### config.mk
export PLATFORM = sky130hd
export DESIGN_NAME = conflict_detector
export DESIGN_NICKNAME = d
export VERILOG_FILES = /design/src/verilog/cd_pkg.sv /design/src/verilog/conflict_detector.sv /design/src/verilog/cd_stall_control.sv /design/src/verilog/cd_hazard_match.sv /design/src/verilog/cd_read_decode.sv /design/src/verilog/cd_write_decode.sv
export SDC_FILE = /design/constraint.sdc
export NUM_CORES = 1
export LEC_CHECK = 0
export ABC_AREA = 1
export BUFFER_PORTS_ARGS = -buffer_cell sky130_fd_sc_hd__buf_2
export CAP_MARGIN = 10
export CORE_MARGIN = 2
export CORE_UTILIZATION = 42
export DETAILED_ROUTE_END_ITERATION = 8
export PLACE_DENSITY = 0.92
export RECOVER_POWER = 100
export SLEW_MARGIN = 10
export SYNTH_ARGS = -nofsm -noshare
export SYNTH_HDL_FRONTEND = slang
export SYNTH_SLANG_ARGS = --single-unit
### constraint.sdc
create_clock -name vclk -period 1.5
set_input_delay 0.3 -clock vclk [all_inputs]
set_output_delay 0.3 -clock vclk [all_outputs]
set_load 0.02 [all_outputs]
### src/verilog/cd_pkg.sv
`default_nettype none

package cd_pkg;

    typedef logic [4:0]  reg_idx_t;
    typedef logic [11:0] csr_addr_t;

    // ID decode class
    typedef logic [2:0] cd_ctrl_t;
    localparam cd_ctrl_t CD_NONE     = 3'b000;
    localparam cd_ctrl_t CD_BRANCHES = 3'b001;
    localparam cd_ctrl_t CD_JALR     = 3'b010;
    localparam cd_ctrl_t CD_ECALL    = 3'b011;
    localparam cd_ctrl_t CD_MRET     = 3'b100;
    localparam cd_ctrl_t CD_EBREAK   = 3'b101;

    typedef logic [4:0] exe_ctrl_t;
    localparam exe_ctrl_t EXE_NOP = 5'b00000;

    // ALU operand source
    typedef logic [2:0] exe_src_t;
    localparam exe_src_t EXE_SRC_NOP     = 3'b000;
    localparam exe_src_t EXE_R_R         = 3'b001;
    localparam exe_src_t EXE_R_I         = 3'b010;
    localparam exe_src_t EXE_PC_I        = 3'b011;
    localparam exe_src_t EXE_R_CSR       = 3'b100;
    localparam exe_src_t EXE_NOTR_CSR    = 3'b101;
    localparam exe_src_t EXE_CSR_ZIMM    = 3'b110;
    localparam exe_src_t EXE_CSR_NOTZIMM = 3'b111;

    typedef logic [3:0] mem_ctrl_t;
    localparam mem_ctrl_t MEM_NOP = 4'b0000; // Loads too
    localparam mem_ctrl_t MEM_SB  = 4'b0001;
    localparam mem_ctrl_t MEM_SH  = 4'b0010;
    localparam mem_ctrl_t MEM_SW  = 4'b0011;
    localparam mem_ctrl_t MEM_SD  = 4'b0100;

    // Writeback source
    typedef logic [3:0] wb_ctrl_t;
    localparam wb_ctrl_t WB_NOP    = 4'b0000;
    localparam wb_ctrl_t WB_EXE    = 4'b0001;
    localparam wb_ctrl_t WB_MEM    = 4'b0010;
    localparam wb_ctrl_t WB_IMM    = 4'b0011;
    localparam wb_ctrl_t WB_SNPC   = 4'b0100;
    localparam wb_ctrl_t WB_CSRRW  = 4'b0101;
    localparam wb_ctrl_t WB_CSRRS  = 4'b0110;
    localparam wb_ctrl_t WB_CSRRWI = 4'b0111;
    localparam wb_ctrl_t WB_ECALL  = 4'b1000;

    localparam csr_addr_t CSR_MSTATUS = 12'h300;
    localparam csr_addr_t CSR_MTVEC   = 12'h305;
    localparam csr_addr_t CSR_MEPC    = 12'h341;
    localparam csr_addr_t CSR_MCAUSE  = 12'h342;

    typedef struct packed {
        logic     valid;
        cd_ctrl_t cd_ctrl;
        reg_idx_t rs1;
        reg_idx_t rs2;
    } id_stage_t;

    typedef struct packed {
        logic      valid;
        exe_ctrl_t exe_ctrl;
        exe_src_t  exe_src;
        wb_ctrl_t  wb_ctrl;
        reg_idx_t  rd;
        reg_idx_t  rs1;
        reg_idx_t  rs2;
        csr_addr_t csr;
    } exe_stage_t;

    typedef struct packed {
        logic      valid;
        mem_ctrl_t mem_ctrl;
        wb_ctrl_t  wb_ctrl;
        reg_idx_t  rd;
        reg_idx_t  rs2;
        csr_addr_t csr;
    } mem_stage_t;

    typedef struct packed {
        logic      valid;
        wb_ctrl_t  wb_ctrl;
        reg_idx_t  rd;
        csr_addr_t csr;
    } wb_stage_t;

    // What a stage is going to write
    typedef struct packed {
        logic      rd_write;
        logic      csr_write;
        logic      ecall_write;
        reg_idx_t  rd;
        csr_addr_t csr;
    } write_info_t;

    // What a stage needs to read
    typedef struct packed {
        logic      rs1_read;
        logic      rs2_read;
        logic      csr_read;
        reg_idx_t  rs1;
        reg_idx_t  rs2;
        csr_addr_t csr;
    } read_info_t;

    typedef struct packed {
        logic if_valid;
        logic if_enable;
        logic id_enable;
        logic exe_valid;
        logic exe_enable;
        logic mem_valid;
        logic mem_enable;
        logic wb_valid;
    } pipe_ctrl_t;

endpackage

`default_nettype wire
### src/verilog/conflict_detector.sv
`default_nettype none

module conflict_detector (
    input  cd_pkg::id_stage_t  id_stage,
    input  cd_pkg::exe_stage_t exe_stage,
    input  cd_pkg::mem_stage_t mem_stage,
    input  cd_pkg::wb_stage_t  wb_stage,
    output cd_pkg::pipe_ctrl_t pipe_ctrl,
    output logic               ebreak_halt
);
    import cd_pkg::*;

    write_info_t exe_write;
    write_info_t mem_write;
    write_info_t wb_write;

    read_info_t id_read;
    read_info_t exe_read;
    read_info_t mem_read;

    logic hit_id_exe;
    logic hit_id_mem;
    logic hit_id_wb;
    logic hit_exe_mem;
    logic hit_exe_wb;
    logic hit_mem_wb;

    logic id_hit;
    logic exe_hit;
    logic mem_hit;

    cd_write_decode exe_write_decode_inst (
        .stage_valid (exe_stage.valid),
        .wb_ctrl     (exe_stage.wb_ctrl),
        .rd          (exe_stage.rd),
        .csr         (exe_stage.csr),
        .write       (exe_write)
    );

    cd_write_decode mem_write_decode_inst (
        .stage_valid (mem_stage.valid),
        .wb_ctrl     (mem_stage.wb_ctrl),
        .rd          (mem_stage.rd),
        .csr         (mem_stage.csr),
        .write       (mem_write)
    );

    cd_write_decode wb_write_decode_inst (
        .stage_valid (wb_stage.valid),
        .wb_ctrl     (wb_stage.wb_ctrl),
        .rd          (wb_stage.rd),
        .csr         (wb_stage.csr),
        .write       (wb_write)
    );

    cd_read_decode read_decode_inst (
        .id_stage  (id_stage),
        .exe_stage (exe_stage),
        .mem_stage (mem_stage),
        .id_read   (id_read),
        .exe_read  (exe_read),
        .mem_read  (mem_read)
    );

    // Each reader against every stage behind it
    cd_hazard_match id_exe_match_inst  (.reader(id_read),  .writer(exe_write), .hit(hit_id_exe));
    cd_hazard_match id_mem_match_inst  (.reader(id_read),  .writer(mem_write), .hit(hit_id_mem));
    cd_hazard_match id_wb_match_inst   (.reader(id_read),  .writer(wb_write),  .hit(hit_id_wb));
    cd_hazard_match exe_mem_match_inst (.reader(exe_read), .writer(mem_write), .hit(hit_exe_mem));
    cd_hazard_match exe_wb_match_inst  (.reader(exe_read), .writer(wb_write),  .hit(hit_exe_wb));
    cd_hazard_match mem_wb_match_inst  (.reader(mem_read), .writer(wb_write),  .hit(hit_mem_wb));

    assign id_hit  = hit_id_exe | hit_id_mem | hit_id_wb;
    assign exe_hit = hit_exe_mem | hit_exe_wb;
    assign mem_hit = hit_mem_wb;

    cd_stall_control stall_control_inst (
        .id_hit       (id_hit),
        .exe_hit      (exe_hit),
        .mem_hit      (mem_hit),
        .id_stage     (id_stage),
        .exe_valid_in (exe_stage.valid),
        .mem_valid_in (mem_stage.valid),
        .wb_valid_in  (wb_stage.valid),
        .pipe_ctrl    (pipe_ctrl),
        .ebreak_halt  (ebreak_halt)
    );

endmodule

`default_nettype wire

### src/verilog/cd_stall_control.sv
`default_nettype none

module cd_stall_control (
    input  logic               id_hit,
    input  logic               exe_hit,
    input  logic               mem_hit,
    input  cd_pkg::id_stage_t  id_stage,
    input  logic               exe_valid_in,
    input  logic               mem_valid_in,
    input  logic               wb_valid_in,
    output cd_pkg::pipe_ctrl_t pipe_ctrl,
    output logic               ebreak_halt
);
    import cd_pkg::*;

    logic ebreak;
    logic id_stall;
    logic exe_stall;

    assign ebreak = id_stage.valid & (id_stage.cd_ctrl == CD_EBREAK);

    // ebreak holds ID exactly like an ID operand hazard
    assign id_stall  = id_hit | ebreak;
    assign exe_stall = exe_hit | mem_hit; // Both freeze EXE

    always_comb begin
        pipe_ctrl.if_valid   = ~id_stall;
        pipe_ctrl.if_enable  = ~(id_stall | exe_stall);
        pipe_ctrl.id_enable  = ~(id_stall | exe_stall);
        pipe_ctrl.exe_valid  = ~id_stall;  // Bubble into EXE
        pipe_ctrl.exe_enable = ~exe_stall;
        pipe_ctrl.mem_valid  = ~exe_hit;
        pipe_ctrl.mem_enable = ~mem_hit;
        pipe_ctrl.wb_valid   = ~mem_hit;
    end

    // Everything ahead of the ebreak has retired
    assign ebreak_halt = ebreak & ~exe_valid_in & ~mem_valid_in & ~wb_valid_in;

endmodule

`default_nettype wire

### src/verilog/cd_hazard_match.sv
`default_nettype none

module cd_hazard_match (
    input  cd_pkg::read_info_t  reader,
    input  cd_pkg::write_info_t writer,
    output logic                hit
);
    import cd_pkg::*;

    logic rs1_hit;
    logic rs2_hit;
    logic csr_hit;
    logic trap_csr;
    logic ecall_hit;

    assign rs1_hit = reader.rs1_read & writer.rd_write & (reader.rs1 == writer.rd);
    assign rs2_hit = reader.rs2_read & writer.rd_write & (reader.rs2 == writer.rd);
    assign csr_hit = reader.csr_read & writer.csr_write & (reader.csr == writer.csr);

    // An ecall updates these three on its way out
    assign trap_csr = (reader.csr == CSR_MEPC) ||
                      (reader.csr == CSR_MCAUSE) ||
                      (reader.csr == CSR_MSTATUS);

    assign ecall_hit = reader.csr_read & writer.ecall_write & trap_csr;

    assign hit = rs1_hit | rs2_hit | csr_hit | ecall_hit;

endmodule

`default_nettype wire

### src/verilog/cd_read_decode.sv
`default_nettype none

module cd_read_decode (
    input  cd_pkg::id_stage_t  id_stage,
    input  cd_pkg::exe_stage_t exe_stage,
    input  cd_pkg::mem_stage_t mem_stage,
    output cd_pkg::read_info_t id_read,
    output cd_pkg::read_info_t exe_read,
    output cd_pkg::read_info_t mem_read
);
    import cd_pkg::*;

    logic exe_active;

    // ID: branch operands and the trap vector / return address CSRs
    always_comb begin
        id_read.rs1_read = id_stage.valid &
                           (id_stage.cd_ctrl == CD_BRANCHES || id_stage.cd_ctrl == CD_JALR);
        id_read.rs2_read = id_stage.valid & (id_stage.cd_ctrl == CD_BRANCHES);
        id_read.csr_read = id_stage.valid &
                           (id_stage.cd_ctrl == CD_ECALL || id_stage.cd_ctrl == CD_MRET);
        id_read.rs1      = id_stage.rs1;
        id_read.rs2      = id_stage.rs2;
        id_read.csr      = (id_stage.cd_ctrl == CD_ECALL) ? CSR_MTVEC : CSR_MEPC;
    end

    assign exe_active = exe_stage.valid & (exe_stage.exe_ctrl != EXE_NOP);

    always_comb begin
        exe_read.rs1_read = 1'b0;
        exe_read.rs2_read = 1'b0;
        exe_read.csr_read = 1'b0;
        exe_read.rs1      = exe_stage.rs1;
        exe_read.rs2      = exe_stage.rs2;
        exe_read.csr      = exe_stage.csr;
        if (exe_active) begin
            case (exe_stage.exe_src)
                EXE_R_R: begin
                    exe_read.rs1_read = 1'b1;
                    exe_read.rs2_read = 1'b1;
                end
                EXE_R_I: begin
                    exe_read.rs1_read = 1'b1;
                end
                EXE_R_CSR, EXE_NOTR_CSR: begin
                    exe_read.rs1_read = 1'b1;
                    exe_read.csr_read = 1'b1;
                end
                EXE_CSR_ZIMM, EXE_CSR_NOTZIMM: begin
                    exe_read.csr_read = 1'b1; // Immediate operand
                end
                default: ; // EXE_SRC_NOP, EXE_PC_I
            endcase
        end
    end

    // MEM only reads store data
    always_comb begin
        mem_read.rs1_read = 1'b0;
        mem_read.csr_read = 1'b0;
        mem_read.rs1      = '0;
        mem_read.rs2      = mem_stage.rs2;
        mem_read.csr      = mem_stage.csr;
        case (mem_stage.mem_ctrl)
            MEM_SB, MEM_SH, MEM_SW, MEM_SD: mem_read.rs2_read = mem_stage.valid;
            default:                        mem_read.rs2_read = 1'b0;
        endcase
    end

endmodule

`default_nettype wire

### src/verilog/cd_write_decode.sv
`default_nettype none

module cd_write_decode (
    input  logic                stage_valid,
    input  cd_pkg::wb_ctrl_t    wb_ctrl,
    input  cd_pkg::reg_idx_t    rd,
    input  cd_pkg::csr_addr_t   csr,
    output cd_pkg::write_info_t write
);
    import cd_pkg::*;

    logic is_csr_op;
    logic is_rd_op;

    always_comb begin
        is_csr_op = 1'b0;
        is_rd_op  = 1'b0;
        case (wb_ctrl)
            WB_EXE, WB_MEM, WB_IMM, WB_SNPC: begin
                is_rd_op = 1'b1;
            end
            WB_CSRRW, WB_CSRRS, WB_CSRRWI: begin
                is_rd_op  = 1'b1; // Old CSR value goes to rd
                is_csr_op = 1'b1;
            end
            default: ;
        endcase
    end

    assign write.rd_write    = stage_valid & is_rd_op;
    assign write.csr_write   = stage_valid & is_csr_op;
    assign write.ecall_write = stage_valid & (wb_ctrl == WB_ECALL);
    assign write.rd          = rd;
    assign write.csr         = csr;

endmodule

`default_nettype wire

# Word-level counts from Yosys, hierarchy flattened
# Index checks and enable logic that the tools add are counted.
# W data, S select, Z words.
[op_classes]
n_eq_ne = 61
mux = 12
n_bitwise = 88
reduce_logical = 16
[ops]
columns = ["cell", "n"]
rows = [
  ["$and A1 B1 Y1", 59],
  ["$eq A5 B5 Y1", 11],
  ["$eq A4 B3 Y1 const B", 13],
  ["$eq A10 B12 Y1", 3],
  ["$eq A12 B10 Y1 const B", 3],
  ["$eq A4 B2 Y1 const B", 8],
  ["$eq A10 B10 Y1 const B", 3],
  ["$eq A12 B12 Y1", 2],
  ["$or A1 B1 Y1", 21],
  ["$reduce_or A7 Y1", 3],
  ["$eq A3 B3 Y1 const B", 6],
  ["$eq A4 B1 Y1 const B", 4],
  ["$eq A4 B4 Y1 const B", 3],
  ["$reduce_or A4 Y1", 3],
  ["$mux W1", 10],
  ["$eq A3 B2 Y1 const B", 3],
  ["$reduce_or A3 Y1", 3],
  ["$not A1 Y1", 8],
  ["$mux W7", 1],
  ["$eq A3 B1 Y1 const B", 2],
  ["$logic_or A1 B1 Y1", 6],
  ["$reduce_bool A5 Y1", 1],
  ["$mux W3", 1],
]
[totals]
reg_bits = 0
in_bits = 107
out_inout_bits = 9
elab_cells = 177

# Longest topological paths before layout
# Gate-level depths: netlist of run 1.
[depth]
depth_word = 14
ltp_mapped = 13
ltp_nobuf = 11

# Modules after synthesis
# Synthesis of run 1 repeated with hierarchy kept, for this count alone.
[hier_totals]
cells_unflattened = 888
area_unflattened_um2 = 4119.0
[modules_own_cells]
columns = ["mod", "n_inst", "cells_per_inst", "area_per_inst_um2"]
rows = [
  ["cd_hazard_match", 6, 114, 475.5],
  ["cd_read_decode", 1, 101, 638.1],
  ["cd_write_decode", 3, 27, 170.2],
  ["cd_stall_control", 1, 18, 100.1],
  ["conflict_detector", 1, 4, 17.5],
]

# Least setup slack after synthesis of run 1
# OpenSTA, ideal clock, no wires.
[synth_timing]
kind = "in2out"
from = "in wb_stage[14] (netlist name)"
to = "out pipe_ctrl[1] (netlist name)"
arrival_ps = 1492
required_time_ps = 1200
setup_slack_ps = -292
path_stages = 7
cell_sequence = "buf_2 > inv_2 > or2_1 > o21ai_0 > a2111oi_0 > nand3_1 > buf_4"
[synth_rtl]
columns = ["element", "line_no", "source"]
rows = [
  ["start, declared", "conflict_detector.sv:7", "input cd_pkg::wb_stage_t wb_stage,"],
  ["end, declared", "conflict_detector.sv:8", "output cd_pkg::pipe_ctrl_t pipe_ctrl,"],
]

==> metrics.log, run 1 <==
INFO  metric switchingPower = around 0.42 mW
INFO  metric nNetsFinal = between 600 and 700
INFO  metric multi_input_area = between 1500 and 2000 um^2
INFO  metric setup_violations = 9
INFO  metric relSlewSlack = ~77%
INFO  metric syn_area_per_cell = ~4.8 um^2
INFO  metric critPathRequiredTime = approximately 1.2 ns
INFO  metric hold_path_class = primary input to output port
INFO  metric most_numerous_cell_in_the_yosys_netlist = sky130_fd_sc_hd__nand2_1
INFO  metric fp.dieArea = 5170 um^2
INFO  metric synth_top_area_cell = sky130_fd_sc_hd__nand2_1
INFO  metric syn-cell-area = 1940 um^2
INFO  metric synth.top_cell.area_share = 27.5%
INFO  metric failing_checks = negative setup slack
INFO  metric grt_setup_unrepaired = true
INFO  metric sequential_cell_area_fraction_in_the_yosys_report = 0%
INFO  metric core = 4380 um^2
INFO  metric worstPathCellList = buf_6 > nor2_2 > nand3b_1 > nand3b_1 > inv_1 > nand2_1 > nand2_1 > a21oi_2 > nand3_2 > nor2_4 > buf_6
INFO  metric slew_viol_final = 0
INFO  metric synthesis.instances = slightly above 400
INFO  metric placementRows = 24
INFO  metric synth_top_cells_by_count = sky130_fd_sc_hd__nand2_1 (142), sky130_fd_sc_hd__nor2_1 (71), sky130_fd_sc_hd__inv_1 (63)
INFO  metric drt-total-wl = around 7300 um
INFO  metric yosysWarningCount = 0
INFO  metric synth.distinct_cells = 26
INFO  metric globalRoute.totalOverflow = 0
INFO  metric pwr-share-comb = 100.0%
INFO  metric numPlacedInstances = around 600
INFO  metric grt.total_usage = a little over a quarter
INFO  metric ant_nets = 0
INFO  metric route.detailed.wl_per_inst = between 10 and 15 um
INFO  metric firstDrtPassIters = 7
INFO  metric worst_hold_startpoint = wb_stage[21]
INFO  metric layout_worst_path_cycle_share = 117%
INFO  metric start_util = about 44%
INFO  metric gpl.final_weighted_congestion = ~0.89
INFO  metric leakage = 1.74 nW
INFO  metric area_of_all_sequential_standard_cells = 0 um^2
INFO  metric routed-via-count = roughly 3000
INFO  metric diode_count = 0
INFO  metric grt_pass1_wl = between 10000 and 15000 um
INFO  metric antenna_found_initial = 0
INFO  metric synth.area.top_cells = sky130_fd_sc_hd__nand2_1 (28%), sky130_fd_sc_hd__xnor2_1 (17%), sky130_fd_sc_hd__nor2_1 (14%), sky130_fd_sc_hd__inv_1 (12%), sky130_fd_sc_hd__nand3_1 (4.9%)
INFO  metric cts_hold_repair.buffers = 0
INFO  metric fillers = 358
INFO  metric fp.dieH = 71.9 um
INFO  metric first_global_vias = 2780
INFO  metric timing_worst_slew_pin_value = between 0.3 and 0.4 ns
INFO  metric setup.worst_path.start = exe_stage[36]
INFO  metric hold_viol_final = 0
INFO  metric synth_fp_nets = between 500 and 600
INFO  metric critPathBufInv = 3
INFO  metric timing.critical_path.from_type = primary input
INFO  metric p_total = between 0.8 and 0.9 mW
INFO  metric clock_buffers = 0
INFO  metric worst_ir_drop_vdd = roughly 0.00017 V
INFO  metric timing.critical_path.to_type = output port
INFO  metric critical_path_arrival = approximately 1.5 ns
INFO  metric top_family_by_delay_on_critical_path = simple AND/OR/NAND/NOR gates
INFO  metric grt_max_degree = 8
INFO  metric p_int = 0.382 mW
INFO  metric timing.critical_path.fanout_max = 2
INFO  metric status = finished with violations
INFO  metric setup_slack_after_layout = -0.253 ns
INFO  metric drc_violation_total_after_the_first_tritonroute_iteration = around 140
INFO  metric sequentialPowerShare = 0%
INFO  metric die_width = 71.9 um
INFO  metric ioPinCount = between 100 and 150
INFO  metric maxClockFrequency = between 500 and 600 MHz
INFO  metric max_cap_violations = 0
INFO  metric detail_route.drc_violations = 0
INFO  metric drive_gt1_share = about two fifths
INFO  metric synthToLayoutAreaGrowth = 60.9%
INFO  metric timing.critical_path.to = pipe_ctrl[5]
INFO  metric port_buffers = ~120
INFO  metric place_hpwl = 5660 um
INFO  metric power.switching_fraction = 52.5%
INFO  metric final-instance-count-excl-fill = about 600
INFO  metric seq_cell_count = 0
INFO  metric layout_min_cycle_time = 1.75 ns
INFO  metric path_class = primary input to output port
INFO  metric critical_path.slowest_cell = sky130_fd_sc_hd__a21oi_2
INFO  metric powerDensity = 258 nW/um^2
INFO  metric clkPwrFrac = 0%
INFO  metric worst-path-stages = 11
INFO  metric vias_cell = approximately 5.1
INFO  metric worst_path_largest_cell_delay = ~0.15 ns
power groups by stage:
stage	clock [mW]	sequential [mW]	combinational, mW
after floorplan	0	0	0.371
after global placement	0	0	0.637
after detailed placement	0	0	0.661
after CTS	0	0	0.739
after global routing	0	0	0.877
final	0	0	0.804
logic make-up after synthesis:
family	Yosys count	synth area share [%]
AOI/OAI and AO/OA	15	4.72
xor gates and xnor gates	47	21.3
buffers and inverters	80	16.7
and+or+nand+nor	264	57.3
cells in the final DEF (no fill, tap or decap), types with 11 or more instances in the layout:
master / n
sky130_fd_sc_hd__xnor2_1: 38
sky130_fd_sc_hd__nand2_1: 131
sky130_fd_sc_hd__inv_1: 50
sky130_fd_sc_hd__nor2_1: 58
sky130_fd_sc_hd__nand3_1: 16
sky130_fd_sc_hd__nand2_2: 11
sky130_fd_sc_hd__inv_2: 14
sky130_fd_sc_hd__buf_6: 19
sky130_fd_sc_hd__buf_4: 25
sky130_fd_sc_hd__nor2_2: 11
sky130_fd_sc_hd__buf_2: 85
layer usage:
layer	wire [um]	vias up	GRT usage (%)
li1	-	1479	-
met1	2660	1323	29.6
met2	3740	168	50.1
met3	626	33	1.41
met4	260	0	10.5
met5	0	-	0
final cells by class:
| cell class | instances | area share [%] |
|---|---|---|
| Multi-Input combinational cell | 326 | 58.1 |
| Timing Repair Buffer | 137 | 30.3 |
| Inverter | 72 | 9.56 |
| Tap cell | 52 | 2.09 |
what timing repair did:
item	in CTS	in global routing
hold endpoints to repair	0	0
resized for setup	75	49
setup endpoints to repair	9	9
pin swaps	37	18
buffers inserted	3	1
worst min-delay path by stage:
stage	depth (start not counted)	to	slack, ns
3_3_place_gp	3	ebreak_halt	0.91
3_5_place_dp	3	ebreak_halt	0.91
5_1_grt	3	ebreak_halt	0.88
6_report	3	ebreak_halt	0.87
2_1_floorplan	1	ebreak_halt	0.68
4_1_cts	3	ebreak_halt	0.87
metrics by stage:
stage	instance area, um^2	worst slack (ns)	utilization [%]	TNS [ns]	hold WS (ns)
3_3_place_gp	2680	-0.271	61.2	-2.00	0.910
4_1_cts	2980	-0.217	67.9	-1.30	0.868
6_report	3110	-0.253	71.0	-1.56	0.870
3_5_place_dp	2680	-0.311	61.2	-2.25	0.910
2_1_floorplan	2020	-0.192	-	-0.312	0.683
5_1_grt	3110	-0.380	71.0	-2.37	0.879
(Power assumes the default switching activity.)
==> run 2: changes to the inputs <==
--- a/config.mk
+++ b/config.mk
@@ -5,13 +5,12 @@
 export SDC_FILE = /design/constraint.sdc
 export NUM_CORES = 1
 export LEC_CHECK = 0
-export ABC_AREA = 1
 export BUFFER_PORTS_ARGS = -buffer_cell sky130_fd_sc_hd__buf_2
 export CAP_MARGIN = 10
 export CORE_MARGIN = 2
-export CORE_UTILIZATION = 42
+export CORE_UTILIZATION = 38
 export DETAILED_ROUTE_END_ITERATION = 8
-export PLACE_DENSITY = 0.92
+export PLACE_DENSITY = 0.93
 export RECOVER_POWER = 100
 export SLEW_MARGIN = 10
 export SYNTH_ARGS = -nofsm -noshare
==> run 2 against run 1 <==
Sequential cell count stayed put; the flow still finishes with violations (negative setup slack); first-iteration DRC count is 47% higher; die area is 17% lower; non-clock buffer count is 12 higher; final area is 15% lower; fmax is 22% lower; largest power group unchanged; synthesized area is 26% lower.
==> metrics.log, run 2 <==
INFO  metric fin_tns_setup = -4.84 ns
INFO  metric ant_nets = 0
INFO  metric pwr-share-comb = 100.0%
INFO  metric synth.distinct_cells = 39
INFO  metric sequentialPowerShare = 0%
INFO  metric placementRows = 22
INFO  metric seq_cell_count = 0
INFO  metric nNetsFinal = roughly 440
INFO  metric die_width = approximately 66 um
INFO  metric synth.area.top_cells = sky130_fd_sc_hd__xnor2_1 (30%), sky130_fd_sc_hd__xor2_1 (19%), sky130_fd_sc_hd__nand4_1 (6.5%), sky130_fd_sc_hd__nor4_1 (5.7%), sky130_fd_sc_hd__nand3b_1 (3.1%)
INFO  metric max_cap_violations = 0
INFO  metric worst_path_largest_cell_delay = 0.38 ns
INFO  metric vias_cell = roughly 5.7
INFO  metric layout_worst_path_cycle_share = 149%
INFO  metric grt_setup_unrepaired = true
INFO  metric synth_fp_nets = roughly 300
INFO  metric setup_slack_after_layout = -0.738 ns
INFO  metric drt-total-wl = slightly below 7000 um
INFO  metric top_family_by_delay_on_critical_path = compound AO/OA/AOI/OAI gates
INFO  metric detail_route.drc_violations = 0
INFO  metric diode_count = 0
INFO  metric critical_path.slowest_cell = sky130_fd_sc_hd__a311o_1
INFO  metric yosysWarningCount = 0
INFO  metric synth_top_area_cell = sky130_fd_sc_hd__xnor2_1
INFO  metric maxClockFrequency = about 450 MHz
INFO  metric grt_pass1_wl = 9020 um
INFO  metric syn_area_per_cell = 7.49 um^2
INFO  metric firstDrtPassIters = 5
INFO  metric power.switching_fraction = a little under half
INFO  metric timing.critical_path.to_type = output port
INFO  metric failing_checks = negative setup slack
INFO  metric slew_viol_final = 0
INFO  metric fillers = 261
INFO  metric layout_min_cycle_time = roughly 2.2 ns
INFO  metric synthesis.instances = about 190
INFO  metric fp.dieArea = about 4300 um^2
INFO  metric met2RoutedLength = approximately 3500 um
INFO  metric gpl.final_weighted_congestion = between 1 and 1.5
INFO  metric relSlewSlack = 68.2%
INFO  metric powerDensity = approximately 270 nW/um^2
INFO  metric highest_layer = met4
INFO  metric timing_worst_slew_pin_value = 0.475 ns
INFO  metric first_global_vias = about 2000
INFO  metric globalRoute.totalOverflow = 0
INFO  metric most-common-layout-cells = sky130_fd_sc_hd__buf_2 (93), sky130_fd_sc_hd__xnor2_1 (43), sky130_fd_sc_hd__buf_4 (33)
INFO  metric route.met3.wl = roughly 480 um
INFO  metric leakage = between 1 and 1.5 nW
INFO  metric worst_hold_startpoint = wb_stage[21]
INFO  metric worst_ir_drop_vdd = around 0.00012 V
INFO  metric final_core_utilization = around 72%
INFO  metric syn-cell-area = ~1400 um^2
INFO  metric drive_gt1_share = 55.1%
INFO  metric routed-via-count = between 2000 and 2500
INFO  metric hold_end = ebreak_halt
INFO  metric hold_path_depth = 4
INFO  metric cts_hold_repair.buffers = 0
INFO  metric synth.top_cell.area_share = between 30% and 40%
INFO  metric place_hpwl = roughly 5000 um
INFO  metric multi_input_area = ~1600 um^2
INFO  metric most_numerous_cell_in_the_yosys_netlist = sky130_fd_sc_hd__xnor2_1
INFO  metric p_int = approximately 0.37 mW
INFO  metric port_buffers = about 120
INFO  metric synth_top_cells_by_count = sky130_fd_sc_hd__xnor2_1 (50), sky130_fd_sc_hd__xor2_1 (32), sky130_fd_sc_hd__nand4_1 (15)
INFO  metric drt-met1-wl = 2540 um
INFO  metric ioPinCount = 116
INFO  metric clock_buffers = 0
INFO  metric layout.cells.most_common = sky130_fd_sc_hd__buf_2
INFO  metric synthToLayoutAreaGrowth = 83.8%
INFO  metric hold_viol_final = 0
INFO  metric switchingPower = 0.342 mW
INFO  metric antenna_found_initial = 0
INFO  metric start_util = about two fifths
INFO  metric path_class = primary input to output port
INFO  metric critPathRequiredTime = 1.20 ns
INFO  metric fp.dieH = ~66 um
INFO  metric sequential_cell_area_fraction_in_the_yosys_report = 0%
INFO  metric timing.critical_path.from_type = primary input
INFO  metric setup_violations = 8
INFO  metric grt_max_degree = 9
INFO  metric clkPwrFrac = 0%
INFO  metric area_of_all_sequential_standard_cells = 0 um^2
INFO  metric critical_path_arrival = 1.94 ns
INFO  metric worstPathCellList = buf_8 > and2b_2 > o211ai_1 > a2111oi_4 > a311o_1 > a311oi_4 > and3_4 > buf_6
INFO  metric finalHoldWorstSlack = about 0.98 ns
INFO  metric critPathBufInv = 2
INFO  metric hold_path_class = primary input to output port
INFO  metric route.detailed.wl_per_inst = between 15 and 20 um
INFO  metric timing.critical_path.fanout_max = 4
INFO  metric grt.total_usage = 26.1%
INFO  metric drc_violation_total_after_the_first_tritonroute_iteration = about 210
INFO  metric status = finished with violations
INFO  metric core = roughly 3700 um^2
-- run 2: cell count changes after synthesis, moves of 6 or more --
cell / change
sky130_fd_sc_hd__nor2_1: -66
sky130_fd_sc_hd__inv_1: -62
sky130_fd_sc_hd__xnor2_1: +12
sky130_fd_sc_hd__nand2_1: -132
sky130_fd_sc_hd__xor2_1: +23
sky130_fd_sc_hd__nor4_1: +10
sky130_fd_sc_hd__inv_2: -9
sky130_fd_sc_hd__nand3_1: -16
sky130_fd_sc_hd__nand4_1: +6
-- run 2: area by class of cell --
type,count,area share (%)
multi-input combinational,182,60.8
tap,48,2.27
timing repair buffer,149,36.8
inverter,1,0.142
-- run 2: stage by stage --
stage,area (um^2),cells,worst slack [ns],power (mW)
3_3_place_gp,2260,376,-0.704,0.570
6_report,2640,380,-0.738,0.713
2_1_floorplan,1490,192,-0.654,0.282
4_1_cts,2400,378,-0.716,0.623
5_1_grt,2640,380,-0.852,0.758
3_5_place_dp,2260,376,-0.754,0.587
-- run 2: how the worst max path moves through the flow --
stage,startpoint,endpoint,slack (ns),cells past startpoint
floorplan,exe_stage[6],pipe_ctrl[6],-0.65,8
global placement,wb_stage[17],pipe_ctrl[6],-0.70,9
detailed placement,exe_stage[3],pipe_ctrl[5],-0.75,8
CTS,id_stage[12],pipe_ctrl[5],-0.72,8
global route,exe_stage[5],pipe_ctrl[6],-0.85,10
finish,mem_stage[30],pipe_ctrl[5],-0.74,8
-- run 2: kinds of logic (layout without fill, tap and decap cells) --
logic type | count (synthesis) | after routing | synth area share [%]
AND/OR/NAND/NOR | 78 | 78 | 34.5
AO/OA/AOI/OAI | 22 | 22 | 11.2
buffers and inverters | 10 | 150 | 4.35
XOR/XNOR | 82 | 82 | 50.0
-- run 2: timing repair --
action	in CTS	in global routing
buffers inserted	2	2
pin swaps	14	33
resized for setup	31	47
setup endpoints to repair	9	9
-- run 2: per-layer routing --
metal  track usage [%]  vias up
met5                 0        -
met4              4.17        0
met3              1.88       45
met2              48.9      143
met1              33.0      986
li1                  -      982
-- run 2: power by group through the flow --
stage	combinational [mW]	clock (mW)	sequential, mW
2_1_floorplan	0.282	0	0
3_3_place_gp	0.570	0	0
3_5_place_dp	0.587	0	0
4_1_cts	0.623	0	0
5_1_grt	0.758	0	0
6_report	0.713	0	0
==> run 3: changes to the inputs <==
--- a/config.mk
+++ b/config.mk
@@ -8,9 +8,9 @@
 export BUFFER_PORTS_ARGS = -buffer_cell sky130_fd_sc_hd__buf_2
 export CAP_MARGIN = 10
 export CORE_MARGIN = 2
-export CORE_UTILIZATION = 38
+export CORE_UTILIZATION = 42
 export DETAILED_ROUTE_END_ITERATION = 8
-export PLACE_DENSITY = 0.93
+export PLACE_DENSITY = 0.95
 export RECOVER_POWER = 100
 export SLEW_MARGIN = 10
 export SYNTH_ARGS = -nofsm -noshare
==> constraint.sdc (replaced) <==
create_clock -name vclk -period 2.51
set_input_delay 0.502 -clock vclk [all_inputs]
set_output_delay 0.502 -clock vclk [all_outputs]
set_load 0.02 [all_outputs]
==> run 3 against run 2 <==
The run still ends with negative setup slack left; die area shrank 8.9%; wire length shrank 15%; critical path depth increased by 2; combinational power fell by 47%.
==> metrics.log, run 3 (synthesis gave the netlist of run 2 again) <==
INFO  metric final_core_utilization = between 70 and 80%
INFO  metric final_design_area_no_fill = ~2400 um^2
INFO  metric drive_gt1_share = 48.8%
INFO  metric drc_violation_total_after_the_first_tritonroute_iteration = 76
INFO  metric critical_path_arrival = 2.12 ns
INFO  metric globalRoute.totalOverflow = 0
INFO  metric cts_hold_repair.buffers = 0
INFO  metric relSlewSlack = between 70% and 80%
INFO  metric leakage = slightly above 1 nW
INFO  metric synthToLayoutAreaGrowth = 66.6%
INFO  metric maxClockFrequency = 382 MHz
INFO  metric multi_input_area = between 1000 and 1500 um^2
INFO  metric fp.dieArea = 3910 um^2
INFO  metric routed-via-count = approximately 2000
INFO  metric antenna_found_initial = 0
INFO  metric start_util = a little over two fifths
INFO  metric first_global_vias = 2012
INFO  metric setup_violations = 5
INFO  metric die_width = approximately 63 um
INFO  metric timing.critical_path.fanout_max = 3
INFO  metric ioPinCount = approximately 120
INFO  metric port_buffers = between 100 and 150
INFO  metric fillers = between 200 and 300
INFO  metric numPlacedInstances = between 300 and 400
INFO  metric layout_worst_path_cycle_share = 104%
INFO  metric core = 3310 um^2
INFO  metric layout_min_cycle_time = about 2.6 ns
INFO  metric met2RoutedLength = 2900 um
INFO  metric worst_ir_drop_vdd = slightly below 0.00009 V
INFO  metric most-common-layout-cells = sky130_fd_sc_hd__buf_2 (97), sky130_fd_sc_hd__xnor2_1 (50), sky130_fd_sc_hd__xor2_1 (32)
INFO  metric vias_cell = around 5.5
INFO  metric clock_buffers = 0
INFO  metric worst_hold_startpoint = mem_stage[30]
INFO  metric hold_end = ebreak_halt
INFO  metric hold_viol_final = 0
INFO  metric p_total = 0.380 mW
INFO  metric detail_route.drc_violations = 0
INFO  metric timing.critical_path.to_type = output port
INFO  metric path_class = primary input to output port
INFO  metric placementRows = 21
INFO  metric grt_pass1_wl = just under 9000 um
INFO  metric grt_max_degree = 9
INFO  metric place_hpwl = 4650 um
INFO  metric setup.worst_path.start = wb_stage[17]
INFO  metric failing_checks = negative setup slack
INFO  metric diode_count = 0
INFO  metric layout.cells.most_common = sky130_fd_sc_hd__buf_2
INFO  metric final-instance-count-excl-fill = between 300 and 400
INFO  metric firstDrtPassIters = 4
INFO  metric max_cap_violations = 0
INFO  metric grt.total_usage = about a quarter
INFO  metric critPathRequiredTime = about 2.0 ns
INFO  metric powerDensity = around 160 nW/um^2
INFO  metric seq_cell_count = 0
INFO  metric route.detailed.wl_per_inst = approximately 16 um
INFO  metric timing_worst_slew_pin_value = between 0.4 and 0.5 ns
INFO  metric gpl.final_weighted_congestion = 1.02
INFO  metric setup_slack_after_layout = -0.109 ns
INFO  metric drt-total-wl = slightly below 6000 um
INFO  metric nNetsFinal = 429
INFO  metric drt-met1-wl = ~2200 um
INFO  metric route.met3.wl = roughly 440 um
INFO  metric ant_nets = 0
INFO  metric status = finished with violations
INFO  metric highest_layer = met4
INFO  metric fp.dieH = ~63 um
INFO  metric timing.critical_path.from_type = primary input
INFO  metric slew_viol_final = 0
INFO  metric grt_setup_unrepaired = true
INFO  metric place_area = about 2200 um^2
INFO  metric area_of_all_sequential_standard_cells = 0 um^2
INFO  metric hold_path_class = primary input to output port
INFO  metric hold_path_depth = 3
[run 3: worst max-delay path, cell delays in order]
cell,delay (ns)
sky130_fd_sc_hd__buf_6,0.10
sky130_fd_sc_hd__or3_4,0.40
sky130_fd_sc_hd__buf_12,0.14
sky130_fd_sc_hd__nand4_1,0.12
sky130_fd_sc_hd__nor4_2,0.06
sky130_fd_sc_hd__o221ai_1,0.17
sky130_fd_sc_hd__nand4_1,0.12
sky130_fd_sc_hd__o211ai_1,0.15
sky130_fd_sc_hd__and3_4,0.24
sky130_fd_sc_hd__buf_6,0.11
[run 3: report_power, final]
group          internal, mW  switching (mW)
registers                 0               0
logic                 0.198           0.182
clock network             0               0
[run 3: per-stage QoR]
step | setup TNS, ns | hold slack (ns) | setup WS, ns
floorplan | -0.0517 | 1.09 | -0.0517
global placement | -1.08 | 1.34 | -0.270
detailed placement | -0.944 | 1.33 | -0.240
CTS | -0.178 | 1.33 | -0.0696
global route | -0.936 | 1.32 | -0.238
finish | -0.302 | 1.31 | -0.109
[run 3: layout make-up]
cell class,count,area share (%)
repair buffers,137,35.1
well taps,46,2.40
multi-input cells,182,62.4
inverters,1,0.157
[run 3: worst max-delay path by stage]
stage              endpoint  slack [ns]  cells past startpoint
2_1_floorplan  pipe_ctrl[6]       -0.05                      8
3_3_place_gp   pipe_ctrl[6]       -0.27                      8
3_5_place_dp   pipe_ctrl[5]       -0.24                      8
4_1_cts        pipe_ctrl[5]       -0.07                     10
5_1_grt        pipe_ctrl[5]       -0.24                      9
6_report       pipe_ctrl[6]       -0.11                     10
[run 3: routing by layer]
| layer | vias to the layer above | track usage, % |
|---|---|---|
| li1 | 962 | - |
| met1 | 926 | 31.3 |
| met2 | 112 | 48.1 |
| met3 | 24 | 3.24 |
| met4 | 0 | 10.0 |
| met5 | - | 0 |
[run 3: timing repair]
action	CTS	global route
gates resized for setup	27	16
endpoints found under the setup margin	5	6
buffers inserted	2	3
pin swaps	11	11
